<file path="src/rtl/pet_bus_pkg.sv">
//////////////////////////////////////////////////
// PET memory bus definitions
// Data and address widths, the Wishbone address
// map and the control register layout shared by
// the SPI bridge, the fabric and both slaves
//////////////////////////////////////////////////

package pet_bus_pkg;
    localparam int DATA_W      = 8;
    localparam int WB_ADDR_W   = 20;
    localparam int RAM_ADDR_W  = 17;                    // 128 KiB
    localparam int REGION_W    = WB_ADDR_W - RAM_ADDR_W; // Bits 19..17

    // Address regions
    localparam logic [REGION_W-1:0] REGION_RAM = 3'd0;
    localparam logic [REGION_W-1:0] REGION_REG = 3'd7;

    // Register indices, address bits 1..0
    localparam logic [1:0] REG_ID      = 2'd0;
    localparam logic [1:0] REG_SCRATCH = 2'd1;
    localparam logic [1:0] REG_CTRL    = 2'd2;

    localparam logic [DATA_W-1:0] ID_VALUE      = 8'h50;
    localparam logic [DATA_W-1:0] UNMAPPED_DATA = 8'hFF;

    localparam int CTRL_BE_BIT  = 0;  // Drives cpu_be_o
    localparam int CTRL_LED_BIT = 1;  // 1 = LED on

    localparam int SYNC_STAGES = 2;
endpackage

</file>
<file path="src/rtl/wb_if.sv">
//////////////////////////////////////////////////
// Wishbone bundle
// Pipelined Wishbone with stall, one master and
// one slave per instance
//////////////////////////////////////////////////

interface wb_if import pet_bus_pkg::*; ();
    logic [WB_ADDR_W-1:0] adr;
    logic [DATA_W-1:0]    dat_w;  // Master to slave
    logic [DATA_W-1:0]    dat_r;  // Slave to master, valid with ack
    logic                 we;
    logic                 cyc;
    logic                 stb;
    logic                 ack;
    logic                 stall;

    modport master (
        output adr, dat_w, we, cyc, stb,
        input  dat_r, ack, stall
    );

    modport slave (
        input  adr, dat_w, we, cyc, stb,
        output dat_r, ack, stall
    );
endinterface

</file>
<file path="src/rtl/spi_wb_bridge.sv">
//////////////////////////////////////////////////
// SPI to Wishbone bridge
// Oversamples the MCU's SPI pins, collects a
// 3-byte header and turns each frame into one
// Wishbone cycle. Read data goes back in byte 3,
// spi_stall_o is high while the cycle is pending
//////////////////////////////////////////////////

module spi_wb_bridge import pet_bus_pkg::*; (
    input  logic clock_i,
    input  logic arst_n_i,

    input  logic spi_cs_n_i,   // Active low, held for whole frame
    input  logic spi_sck_i,    // Mode 0
    input  logic spi_sd_i,     // MCU -> FPGA
    output logic spi_sd_o,     // FPGA -> MCU
    output logic spi_stall_o,  // High while the bus cycle is pending

    wb_if.master bus
);
    logic [SYNC_STAGES-1:0] cs_sync;
    logic [SYNC_STAGES-1:0] sck_sync;
    logic [SYNC_STAGES-1:0] sd_sync;
    logic                   cs_n;
    logic                   sck;
    logic                   sd;
    logic                   sck_q;
    logic                   sck_rise;
    logic                   sck_fall;

    logic [5:0]             bit_cnt;   // Bits received in this frame
    logic [4*DATA_W-1:0]    rx_sr;
    logic [4*DATA_W-1:0]    rx_next;
    logic [DATA_W-1:0]      tx_sr;
    logic                   start_rd;
    logic                   start_wr;
    logic                   mid_byte;

    // Input synchronizers, CS idles high
    always_ff @(posedge clock_i or negedge arst_n_i) begin
        if (!arst_n_i) begin
            cs_sync  <= '1;
            sck_sync <= '0;
            sd_sync  <= '0;
            sck_q    <= 1'b0;
        end else begin
            cs_sync  <= {cs_sync[SYNC_STAGES-2:0], spi_cs_n_i};
            sck_sync <= {sck_sync[SYNC_STAGES-2:0], spi_sck_i};
            sd_sync  <= {sd_sync[SYNC_STAGES-2:0], spi_sd_i};
            sck_q    <= sck;
        end
    end

    assign cs_n     = cs_sync[SYNC_STAGES-1];
    assign sck      = sck_sync[SYNC_STAGES-1];
    assign sd       = sd_sync[SYNC_STAGES-1];
    assign sck_rise = sck && !sck_q;
    assign sck_fall = !sck && sck_q;

    assign rx_next  = {rx_sr[4*DATA_W-2:0], sd};

    // Write flag is the first bit of the frame
    assign start_rd = sck_rise && !cs_n && !bus.cyc
                   && (bit_cnt == 6'(3*DATA_W - 1)) && !rx_next[3*DATA_W-1];
    assign start_wr = sck_rise && !cs_n && !bus.cyc
                   && (bit_cnt == 6'(4*DATA_W - 1)) && rx_next[4*DATA_W-1];

    // Frame bit counter, cleared by CS high so an aborted frame never starts a cycle
    always_ff @(posedge clock_i or negedge arst_n_i) begin
        if (!arst_n_i) begin
            bit_cnt <= '0;
        end else if (cs_n) begin
            bit_cnt <= '0;
        end else if (sck_rise && bit_cnt != 6'(4*DATA_W)) begin
            bit_cnt <= bit_cnt + 6'd1;  // Saturates after the data byte
        end
    end

    always_ff @(posedge clock_i) begin
        if (sck_rise && !cs_n) begin
            rx_sr <= rx_next;
        end
    end

    // Bus cycle control
    always_ff @(posedge clock_i or negedge arst_n_i) begin
        if (!arst_n_i) begin
            bus.cyc     <= 1'b0;
            bus.stb     <= 1'b0;
            spi_stall_o <= 1'b0;
        end else if (start_rd || start_wr) begin
            bus.cyc     <= 1'b1;
            bus.stb     <= 1'b1;
            spi_stall_o <= 1'b1;
        end else begin
            if (bus.stb && !bus.stall) begin
                bus.stb <= 1'b0;      // Accepted
            end
            if (bus.cyc && bus.ack) begin
                bus.cyc     <= 1'b0;
                spi_stall_o <= 1'b0;
            end
        end
    end

    // Address, data and direction held until the next frame
    always_ff @(posedge clock_i) begin
        if (start_rd) begin
            bus.adr <= rx_next[WB_ADDR_W-1:0];
            bus.we  <= 1'b0;
        end
        if (start_wr) begin
            bus.adr   <= rx_next[DATA_W +: WB_ADDR_W];
            bus.dat_w <= rx_next[DATA_W-1:0];
            bus.we    <= 1'b1;
        end
    end

    // No shift on the fall that closes a byte, so the read data's MSB
    // waits on the pin until the MCU clocks byte 3
    assign mid_byte = bit_cnt[$clog2(DATA_W)-1:0] != '0;

    always_ff @(posedge clock_i or negedge arst_n_i) begin
        if (!arst_n_i) begin
            tx_sr <= '0;
        end else if (bus.cyc && bus.ack && !bus.we) begin
            tx_sr <= bus.dat_r;
        end else if (sck_fall && !cs_n && mid_byte) begin
            tx_sr <= {tx_sr[DATA_W-2:0], 1'b0};
        end
    end

    assign spi_sd_o = tx_sr[DATA_W-1];  // MSB first
endmodule

</file>
<file path="src/rtl/sram_ctrl.sv">
//////////////////////////////////////////////////
// Asynchronous SRAM controller
// Wishbone slave, three cycles per access with
// every RAM pin registered. Write pulse in cycle
// 2, read strobe in cycles 1 and 2
//////////////////////////////////////////////////

module sram_ctrl import pet_bus_pkg::*; (
    input  logic                  clock_i,
    input  logic                  arst_n_i,

    wb_if.slave                   bus,

    output logic [RAM_ADDR_W-1:0] ram_addr_o,
    input  logic [DATA_W-1:0]     ram_data_i,
    output logic [DATA_W-1:0]     ram_data_o,
    output logic                  ram_data_oe_o,  // High only while writing
    output logic                  ram_oe_o,
    output logic                  ram_we_o
);
    logic [2:0] phase;   // One-hot, cycles 1..3 after acceptance
    logic       accept;

    assign accept    = bus.cyc && bus.stb && !bus.stall;
    assign bus.stall = |phase;
    assign bus.ack   = phase[2];

    always_ff @(posedge clock_i or negedge arst_n_i) begin
        if (!arst_n_i) begin
            phase <= '0;
        end else begin
            phase <= {phase[1:0], accept};
        end
    end

    // Pin sequencing
    always_ff @(posedge clock_i or negedge arst_n_i) begin
        if (!arst_n_i) begin
            ram_oe_o      <= 1'b0;
            ram_we_o      <= 1'b0;
            ram_data_oe_o <= 1'b0;
        end else begin
            // Data bus driven for the whole write, so it is stable around the WE pulse
            ram_we_o <= phase[0] && ram_data_oe_o;

            if (accept) begin
                ram_oe_o      <= !bus.we;
                ram_data_oe_o <= bus.we;
            end else begin
                if (phase[1]) begin
                    ram_oe_o <= 1'b0;
                end
                if (phase[2]) begin
                    ram_data_oe_o <= 1'b0;
                end
            end
        end
    end

    always_ff @(posedge clock_i) begin
        if (accept) begin
            ram_addr_o <= bus.adr[RAM_ADDR_W-1:0];
            ram_data_o <= bus.dat_w;
        end
        if (phase[1]) begin
            bus.dat_r <= ram_data_i;  // End of cycle 2, OE still high at the chip
        end
    end
endmodule

</file>
<file path="src/rtl/ctrl_regs.sv">
//////////////////////////////////////////////////
// Control register bank
// ID, scratch and control registers behind a
// Wishbone slave with single-cycle ack. Control
// bits drive CPU bus enable and the status LED
//////////////////////////////////////////////////

module ctrl_regs import pet_bus_pkg::*; (
    input  logic clock_i,
    input  logic arst_n_i,

    wb_if.slave  bus,

    output logic cpu_be_o,
    output logic status_n_o   // 0 = LED on
);
    logic [DATA_W-1:0] scratch;
    logic [DATA_W-1:0] ctrl;
    logic              accept;
    logic [1:0]        idx;

    assign bus.stall = 1'b0;
    assign accept    = bus.cyc && bus.stb;
    assign idx       = bus.adr[1:0];   // Upper region bits mirror

    always_ff @(posedge clock_i or negedge arst_n_i) begin
        if (!arst_n_i) begin
            bus.ack <= 1'b0;
            ctrl    <= '0;
        end else begin
            bus.ack <= accept;
            if (accept && bus.we && idx == REG_CTRL) begin
                ctrl <= bus.dat_w;
            end
        end
    end

    always_ff @(posedge clock_i) begin
        if (accept && bus.we && idx == REG_SCRATCH) begin
            scratch <= bus.dat_w;
        end
        if (accept) begin
            case (idx)
                REG_ID:      bus.dat_r <= ID_VALUE;
                REG_SCRATCH: bus.dat_r <= scratch;
                REG_CTRL:    bus.dat_r <= ctrl;
                default:     bus.dat_r <= '0;  // Index 3 unused
            endcase
        end
    end

    assign cpu_be_o   = ctrl[CTRL_BE_BIT];
    assign status_n_o = !ctrl[CTRL_LED_BIT];
endmodule

</file>
<file path="src/rtl/wb_fabric.sv">
//////////////////////////////////////////////////
// Wishbone fabric
// Decodes address bits 19..17 to route the
// master's cycle to the SRAM or the register
// bank, merges their responses and answers
// unmapped addresses itself
//////////////////////////////////////////////////

module wb_fabric import pet_bus_pkg::*; (
    input  logic clock_i,
    input  logic arst_n_i,

    wb_if.slave  master,
    wb_if.master ram,
    wb_if.master regs
);
    logic [REGION_W-1:0] region;
    logic                sel_ram;
    logic                sel_reg;
    logic                unm_ack;

    assign region  = master.adr[WB_ADDR_W-1 -: REGION_W];
    assign sel_ram = region == REGION_RAM;
    assign sel_reg = region == REGION_REG;

    // Request side, only the selected slave sees cyc and stb
    assign ram.adr    = master.adr;
    assign ram.dat_w  = master.dat_w;
    assign ram.we     = master.we;
    assign ram.cyc    = master.cyc && sel_ram;
    assign ram.stb    = master.stb && sel_ram;

    assign regs.adr   = master.adr;
    assign regs.dat_w = master.dat_w;
    assign regs.we    = master.we;
    assign regs.cyc   = master.cyc && sel_reg;
    assign regs.stb   = master.stb && sel_reg;

    assign master.stall = sel_ram ? ram.stall :
                          sel_reg ? regs.stall : 1'b0;

    // Unmapped region, ack one cycle after acceptance
    always_ff @(posedge clock_i or negedge arst_n_i) begin
        if (!arst_n_i) begin
            unm_ack <= 1'b0;
        end else begin
            unm_ack <= master.cyc && master.stb && !sel_ram && !sel_reg;
        end
    end

    // Response merge
    assign master.ack   = ram.ack || regs.ack || unm_ack;
    assign master.dat_r = ram.ack  ? ram.dat_r  :
                          regs.ack ? regs.dat_r : UNMAPPED_DATA;
endmodule

</file>
<file path="src/rtl/pet_mem_top.sv">
//////////////////////////////////////////////////
// PET memory access top level
// SPI bridge, bus fabric, SRAM controller and
// control registers wired to the board pins
//////////////////////////////////////////////////

module pet_mem_top import pet_bus_pkg::*; (
    input  logic                  clock_i,
    input  logic                  arst_n_i,

    // SPI from the MCU
    input  logic                  spi_cs_n_i,
    input  logic                  spi_sck_i,
    input  logic                  spi_sd_i,
    output logic                  spi_sd_o,
    output logic                  spi_stall_o,

    // External SRAM
    output logic [RAM_ADDR_W-1:0] ram_addr_o,
    input  logic [DATA_W-1:0]     ram_data_i,
    output logic [DATA_W-1:0]     ram_data_o,
    output logic                  ram_data_oe_o,
    output logic                  ram_oe_o,
    output logic                  ram_we_o,

    // CPU and status
    output logic                  cpu_be_o,
    output logic                  status_n_o   // 0 = LED on
);
    wb_if bus_m ();    // Bridge to fabric
    wb_if bus_ram ();  // Fabric to SRAM controller
    wb_if bus_reg ();  // Fabric to register bank

    spi_wb_bridge bridge_inst (
        .clock_i     (clock_i),
        .arst_n_i    (arst_n_i),
        .spi_cs_n_i  (spi_cs_n_i),
        .spi_sck_i   (spi_sck_i),
        .spi_sd_i    (spi_sd_i),
        .spi_sd_o    (spi_sd_o),
        .spi_stall_o (spi_stall_o),
        .bus         (bus_m)
    );

    wb_fabric fabric_inst (
        .clock_i  (clock_i),
        .arst_n_i (arst_n_i),
        .master   (bus_m),
        .ram      (bus_ram),
        .regs     (bus_reg)
    );

    sram_ctrl sram_ctrl_inst (
        .clock_i       (clock_i),
        .arst_n_i      (arst_n_i),
        .bus           (bus_ram),
        .ram_addr_o    (ram_addr_o),
        .ram_data_i    (ram_data_i),
        .ram_data_o    (ram_data_o),
        .ram_data_oe_o (ram_data_oe_o),
        .ram_oe_o      (ram_oe_o),
        .ram_we_o      (ram_we_o)
    );

    ctrl_regs ctrl_regs_inst (
        .clock_i    (clock_i),
        .arst_n_i   (arst_n_i),
        .bus        (bus_reg),
        .cpu_be_o   (cpu_be_o),
        .status_n_o (status_n_o)
    );
endmodule

</file>
<file path="config.mk">
export PLATFORM = sky130hd
export DESIGN_NAME = pet_mem_top
export DESIGN_NICKNAME = d
export VERILOG_FILES = /design/src/rtl/pet_bus_pkg.sv /design/src/rtl/wb_if.sv /design/src/rtl/spi_wb_bridge.sv /design/src/rtl/sram_ctrl.sv /design/src/rtl/ctrl_regs.sv /design/src/rtl/wb_fabric.sv /design/src/rtl/pet_mem_top.sv
export SDC_FILE = /design/constraint.sdc
export NUM_CORES = 1
export LEC_CHECK = 0
export BUFFER_PORTS_ARGS = -buffer_cell sky130_fd_sc_hd__buf_4
export CAP_MARGIN = 20
export CORE_MARGIN = 1.5
export CORE_UTILIZATION = 63
export CTS_CLUSTER_SIZE = 14
export DETAILED_ROUTE_END_ITERATION = 6
export PLACE_DENSITY = 0.89
export SLEW_MARGIN = 20
export SYNTH_ARGS = -nofsm -noshare
export SYNTH_HDL_FRONTEND = slang
export SYNTH_SLANG_ARGS = --single-unit
</file>
<file path="constraint.sdc">
create_clock -name clock_i -period 8.1 [get_ports clock_i]
set_input_delay 1.62 -clock clock_i [delete_from_list [all_inputs] [get_ports clock_i]]
set_output_delay 1.62 -clock clock_i [all_outputs]
set_load 0.05 [all_outputs]
</file>
==> impl_results.md, run 1 <==
- Pwr Density: ~240 mW/mm^2
- GRT Total Usage: 0.247
- Hold Path Depth: 0
- Min Hold Slack: 0.352 ns
- HPWL Detailed: just over 6000 um
- Seq/Total Area, Yosys: 0.772
- Total grt overflow: 0
- CP bufs+invs: 1
- Clk_lat worst skew: approximately 0.52 ns
- CTS tree: done
- # IOs: 45
- Worst Path Required: approximately 6.5 ns
- Die area: about 0.0093 mm^2
- Residual DRC: 0
- Die H: about 96 um
- CTS clk-pin slew, worst paths: approximately 0.070 ns
- Drt total wl: around 10000 um
- Pre-antenna DRT Iters: 4
- Maximum vdd drop: 0.153 mV
- Total power: roughly 1.6 mW
- # port buffers: 44
- Root Driver: clkbuf_8
- Slowest CP cell: dfrtp_1
- Top FF cell, synth: edfxtp_1
- Post-route minimum period: around 2.8 ns
- Hold buffer count at cts: 0
- Routed WL per cell: between 20 and 25 um
- EDFF count, synth: around 110
- Yosys reg bits: between 100 and 150
- Starting density of the core: 0.658
- Commonest non-fill, non-tap cell in the layout: edfxtp_1
- Synthesis-to-layout area growth: 18.1%
- Final setup violation count: 0
- 1st-iter DRT viols: 180
- Most frequent cells in the layout: edfxtp_1 (108), buf_4 (47), dfrtp_1 (37)
- Crit share post-route: 0.349
- ANT nets after route: 0
- Synth Warn #: 0
- Row cnt: 33
- RSZ-0062 raised after global routing: no
- Post-CTS setup repair buffer count: 0
- Largest net degree at the start of global routing: 40
- Max-slew violations: 0
- Final hold vios: 0
- WHS Endpoint: bridge_inst.sck_sync[1]$_DFF_PN0_
- Vias in the first global route: 2900
- Cell breakdown of the critical path: buf_4
- PostCTS Resize Cnt: 0
- Status: completed
- CTS Buffer Depth: 2
- Vias per inst: between 6 and 7
- Filler Cell Count: 428
- Max Clock Skew: between 0.01 and 0.015 ns
- Worst Reg-to-Reg Cells: 3
- N_diodes: 0
- Worst-margin pin slew: 1.05 ns
- Number of CTS-inserted buffers: 17
- Fmax: 353 MHz
- Mapped Area: roughly 0.0055 mm^2
- Final setup TNS: 0 ns
- Placer Congestion: just under 0.8
- Core Box Area: about 0.0083 mm^2
- H-tree Lvls: 4
- Post-synthesis cell count: 308
- Worst r2r src: sram_ctrl_inst.phase[2]$_DFF_PN0_
- Nets: 380
- Initial antenna violation count: 0
- Worst Path Arrival: 1.21 ns
- Asr flop ratio synth: 0.264
- Synth unique cells: 41
- Total leakage power: about 2.4 nW
- Max Cap Violations: 0
- Via count: about 2900
- Sinks on Clock Net: ~150
- Die Wd: 96.4 um
- R2R Path End: sram_ctrl_inst.ram_data_o[2]$_DFFE_PP_
- First-pass GRT wire length: 16000 um
- Worst path top cell family by delay: flip-flops
- Max stage delay on crit path: roughly 0.45 ns
- Syn_nets: 323
- Worst Path Max Fanout: 5
- Hold Path Class: flop to flop
- CP startpoint kind: flop
- Mapped Avg Cell Area: roughly 18 um^2
- Crit. End Element: output port
- Relative slew slack: 0.300
- Share of layout cells above drive strength 1: 0.349
- Hold Path Origin: bridge_inst.sck_sync[0]$_DFF_PN0_
- R2R setup slack: 5.52 ns
- WS Path Type: flop to output port
==> worst max path at each step <==
stage	startpoint	to	slack, ns	cells past startpoint
after detailed placement	sram_ctrl_inst.phase[2]$_DFF_PN0_	sram_ctrl_inst.ram_addr_o[12]$_DFFE_PP_	5.55	3
after CTS	bridge_inst.spi_stall_o$_DFFE_PN0P_	spi_stall_o	5.25	1
after global placement	sram_ctrl_inst.phase[2]$_DFF_PN0_	sram_ctrl_inst.ram_addr_o[13]$_DFFE_PP_	5.61	3
final	bridge_inst.spi_stall_o$_DFFE_PN0P_	spi_stall_o	5.27	1
after floorplan	bridge_inst.spi_stall_o$_DFFE_PN0P_	bridge_inst.bus.adr[0]$_DFFE_PP_	4.78	2
after global routing	bridge_inst.spi_stall_o$_DFFE_PN0P_	spi_stall_o	5.25	1
==> registers in the layout, summed over array words and instances (netlist names), 2 cells and up <==
signal	count
bridge_inst.sck_sync	2
bridge_inst.bit_cnt	6
sram_ctrl_inst.ram_data_o	8
bridge_inst.tx_sr	8
ctrl_regs_inst.ctrl	8
bridge_inst.bus.dat_w	8
bridge_inst.sd_sync	2
sram_ctrl_inst.bus.dat_r	8
sram_ctrl_inst.ram_addr_o	17
bridge_inst.bus.adr	20
bridge_inst.rx_sr	31
ctrl_regs_inst.scratch	8
ctrl_regs_inst.bus.dat_r	8
bridge_inst.cs_sync	2
sram_ctrl_inst.phase	3
==> logic make-up (layout without fill, tap and decap cells) <==
kind of cell / Yosys count / in the layout / share of synthesized area
compound gates: 43 / 43 / 0.0549
fa+ha+maj: 2 / 2 / 0.00456
buf+inv: 14 / 84 / 0.0128
flops: 148 / 148 / 0.772
mux: 34 / 34 / 0.0688
simple gates: 67 / 67 / 0.0866
==> metrics by stage <==
stage | util | worst slack [ns] | std cells | area (um^2)
5_1_grt | 0.778 | 5.25 | 483 | 6480
2_1_floorplan | - | 4.78 | 308 | 5490
4_1_cts | 0.778 | 5.25 | 483 | 6480
6_report | 0.778 | 5.27 | 483 | 6480
3_5_place_dp | 0.711 | 5.55 | 451 | 5930
3_3_place_gp | 0.711 | 5.61 | 451 | 5930
==> Yosys cell counts (all sizes together), types with 6 or more instances <==
master	count	area, um^2
a21oi	7	35.0
o31ai	10	75.1
or3b	8	70.1
nand2b	17	106
mux2	30	338
a211oi	8	60.1
or4b	8	83.8
dfrtp	37	926
a22o	6	52.6
a31oi	7	43.8
nor2b	6	37.5
edfxtp	108	3240
==> layer usage <==
layer | wire length [um] | global-route usage | vias to the layer above
met5 | 0 | 0 | -
met4 | 168 | 0.0882 | 0
met3 | 660 | 0.0735 | 14
met2 | 5250 | 0.397 | 123
met1 | 4300 | 0.324 | 1463
li1 | - | - | 1313
==> power by group <==
| part | switching (mW) | internal [mW] |
|---|---|---|
| clock | 0.337 | 0.392 |
| combinational | 0.0127 | 0.00780 |
| sequential | 0.00617 | 0.816 |
| total | 0.356 | 1.22 |
==> final cells by class <==
type,instances,area (um^2),share of cell area
Clock buffer,17,414,0.0639
Tap cell,105,131,0.0203
Inverter,5,18.8,0.00289
Sequential cell,148,4240,0.654
Timing Repair Buffer,47,353,0.0544
Multi-Input combinational cell,146,1190,0.183
Clock inverter,15,139,0.0214
No activity file was read; power rests on OpenSTA's default activity.
==> run 2, diff against run 1 <==
- ABC_AREA: default -> 1
- CORE_UTILIZATION: 63 -> 59
- PLACE_DENSITY: 0.89 -> 0.85
- clock period: 8.1 -> 2.9 ns (I/O delays scaled with it)
==> run 2 against run 1 <==
  * Global-route usage decreased by 0.76 points
  * Final cell count increased by 29%
  * Utilization decreased by 5.7 points
  * Worst hold slack got worse by 0.31 ns
  * Register-to-register slack got worse by 4.8 ns
  * Sequential share of layout area decreased by 1.4 points
  * Worst setup slack got worse by 4.6 ns
  * Design area increased by 2.1%
  * Largest power group unchanged
==> impl_results.md, run 2 <==
- Row cnt: 35
- Synth unique cells: 26
- Worst Path Arrival: roughly 2.4 ns
- Post-synthesis cell count: approximately 440
- Worst Path Required: 3.12 ns
- Cell breakdown of the critical path: inv_2 > nand2_1 > nor3_4 > buf_4 > nand2_4 > nand2_1 > buf_4
- Mapped Area: between 0.005 and 0.006 mm^2
- Max stage delay on crit path: slightly below 0.4 ns
- Pre-antenna DRT Iters: 7
- Leading area contributor after synthesis: edfxtp_1
- Filler Cell Count: 534
- Seq/Total Area, Yosys: 0.760
- Final hold vios: 0
- Top FF cell, synth: edfxtp_1
- Asr flop ratio synth: 0.264
- Total grt overflow: 0
- Worst path top cell family by delay: simple AND/OR/NAND/NOR gates
- Syn_nets: 453
- Max Clock Skew: about 0.009 ns
- GRT Total Usage: 0.240
- Top flop regs: bridge_inst.rx_sr x31, bridge_inst.bus.adr x20, sram_ctrl_inst.ram_addr_o x17
- Yosys reg bits: around 150
- HPWL Detailed: 6690 um
- CTS tree: done
- Mapped Avg Cell Area: ~13 um^2
- Total power: between 4 and 5 mW
- PostCTS Resize Cnt: 0
- N_diodes: 0
- Hold buffer count at cts: 0
- Slowest CP cell: dfrtp_1
- CTS Buffer Depth: 2
- Die area: slightly above 0.01 mm^2
- Maximum vdd drop: 0.696 mV
- Largest register by flop count: bridge_inst.rx_sr
- Status: completed
- Max-slew violations: 0
- # IOs: 45
- Vias in the first global route: about 3500
- Initial antenna violation count: 0
- Final design utilization: 0.720
- CP startpoint kind: flop
- Routed WL per cell: 17.8 um
- Max reg flops: 31
- Root Driver: clkbuf_8
- EDFF count, synth: between 100 and 150
- Drt total wl: roughly 11000 um
- Placer Congestion: ~0.84
- Die H: ~100 um
- Share of layout cells above drive strength 1: 0.212
- Final setup TNS: 0 ns
- Die Wd: 100 um
- Starting density of the core: 0.607
- Post-route minimum period: about 2.2 ns
- Worst Path Max Fanout: 25
- Synth Warn #: 0
- ANT nets after route: 0
- CTS clk-pin slew, worst paths: roughly 0.07 ns
- Nets: 512
- Worst-margin pin slew: 0.522 ns
- Pwr Density: about 690 mW/mm^2
- Crit. End Element: flop
- H-tree Lvls: 4
- Vias per inst: around 5.6
- Post-CTS setup repair buffer count: 0
- Fin worst setup slack: between 0.6 and 0.7 ns
- Most frequent cells in the layout: nand2_1 (108), edfxtp_1 (108), nand3_1 (62)
- Post-synth top cells: edfxtp_1 (108), nand2_1 (108), nand3_1 (62)
- Number of CTS-inserted buffers: 17
- Residual DRC: 0
- Synthesis-to-layout area growth: 18.6%
- Pre-CTS setup slack: roughly 0.76 ns
- CP bufs+invs: 3
- Share of the synthesized area in the top cell type: 0.581
- Final setup violation count: 0
- Via count: 3482
- Max Cap Violations: 0
- Core Box Area: a little over 0.009 mm^2
- Clk_lat worst skew: between 0.5 and 0.6 ns
- Area occupied by multi-input gates: 0.00114 mm^2
- Largest net degree at the start of global routing: 40
- Fmax: approximately 450 MHz
- # port buffers: 44
- WS Path Type: flop to flop
- Total leakage power: 2.78 nW
- Register area: about 0.0042 mm^2
- Crit share post-route: 0.759
- RSZ-0062 raised after global routing: no
- First-pass GRT wire length: about 18000 um
- Hold Path Class: primary input to asynchronous set/reset pin
- Relative slew slack: 0.652
- Sinks on Clock Net: 148
- 1st-iter DRT viols: 176
- Top cells by area, synth: edfxtp_1 (58%), dfrtp_1 (17%), nand2_1 (7.3%), nand3_1 (5.6%), nor2_1 (2.8%)
run 2: cell type report:
class                      instances  area share
clock inverter                    14      0.0264
timing repair buffer              50      0.0567
multi-input combinational        244       0.172
clock buffer                      18      0.0631
inverter                          36      0.0204
tap                              111      0.0210
sequential                       148       0.640
run 2: path summary, 6_finish.rpt:
kind / startpoint / end / slack [ns] / cells past startpoint
max in group asynchronous: arst_n_i / bridge_inst.cs_sync[1]$_DFF_PN1_ / 2.50 / 1
hold reg to reg: bridge_inst.sd_sync[0]$_DFF_PN0_ / bridge_inst.sd_sync[1]$_DFF_PN0_ / 0.35 / 0
min in group clock_i: spi_cs_n_i / bridge_inst.cs_sync[0]$_DFF_PN1_ / 0.16 / 1
setup reg to reg: bridge_inst.sck_q$_DFF_PN0_ / bridge_inst.bus.adr[6]$_DFFE_PP_ / 0.70 / 7
setup / recovery: bridge_inst.sck_q$_DFF_PN0_ / bridge_inst.bus.adr[6]$_DFFE_PP_ / 0.70 / 7
hold / removal: arst_n_i / bridge_inst.spi_stall_o$_DFFE_PN0P_ / 0.04 / 1
run 2: cells by family after synthesis:
kind of cell / Yosys count / share of synthesized area
compound gates: 15 / 0.0188
fa+ha+maj: 2 / 0.00448
buf+inv: 46 / 0.0372
flops: 148 / 0.760
simple gates: 227 / 0.180
run 2: metrics by stage:
step,instance area [um^2],hold slack [ns],instances
floorplan,5580,0.284,438
global placement,6030,0.333,589
detailed placement,6030,0.336,589
CTS,6620,0.0386,621
global route,6620,0.0690,621
finish,6620,0.0411,621
run 2: power breakdown:
| part | internal, mW | switching, mW | total (mW) |
|---|---|---|---|
| clock | 1.32 | 0.884 | 2.21 |
| sequential | 2.28 | 0.0141 | 2.29 |
| combinational | 0.0196 | 0.0395 | 0.0591 |
| total | 3.62 | 0.938 | 4.56 |
run 2: metal layers:
metal	GRT usage	wire length, um	vias to the layer above
met5	0	0	-
met4	0.127	280	0
met3	0.0620	586	30
met2	0.396	5810	137
met1	0.293	4410	1706
li1	-	-	1609
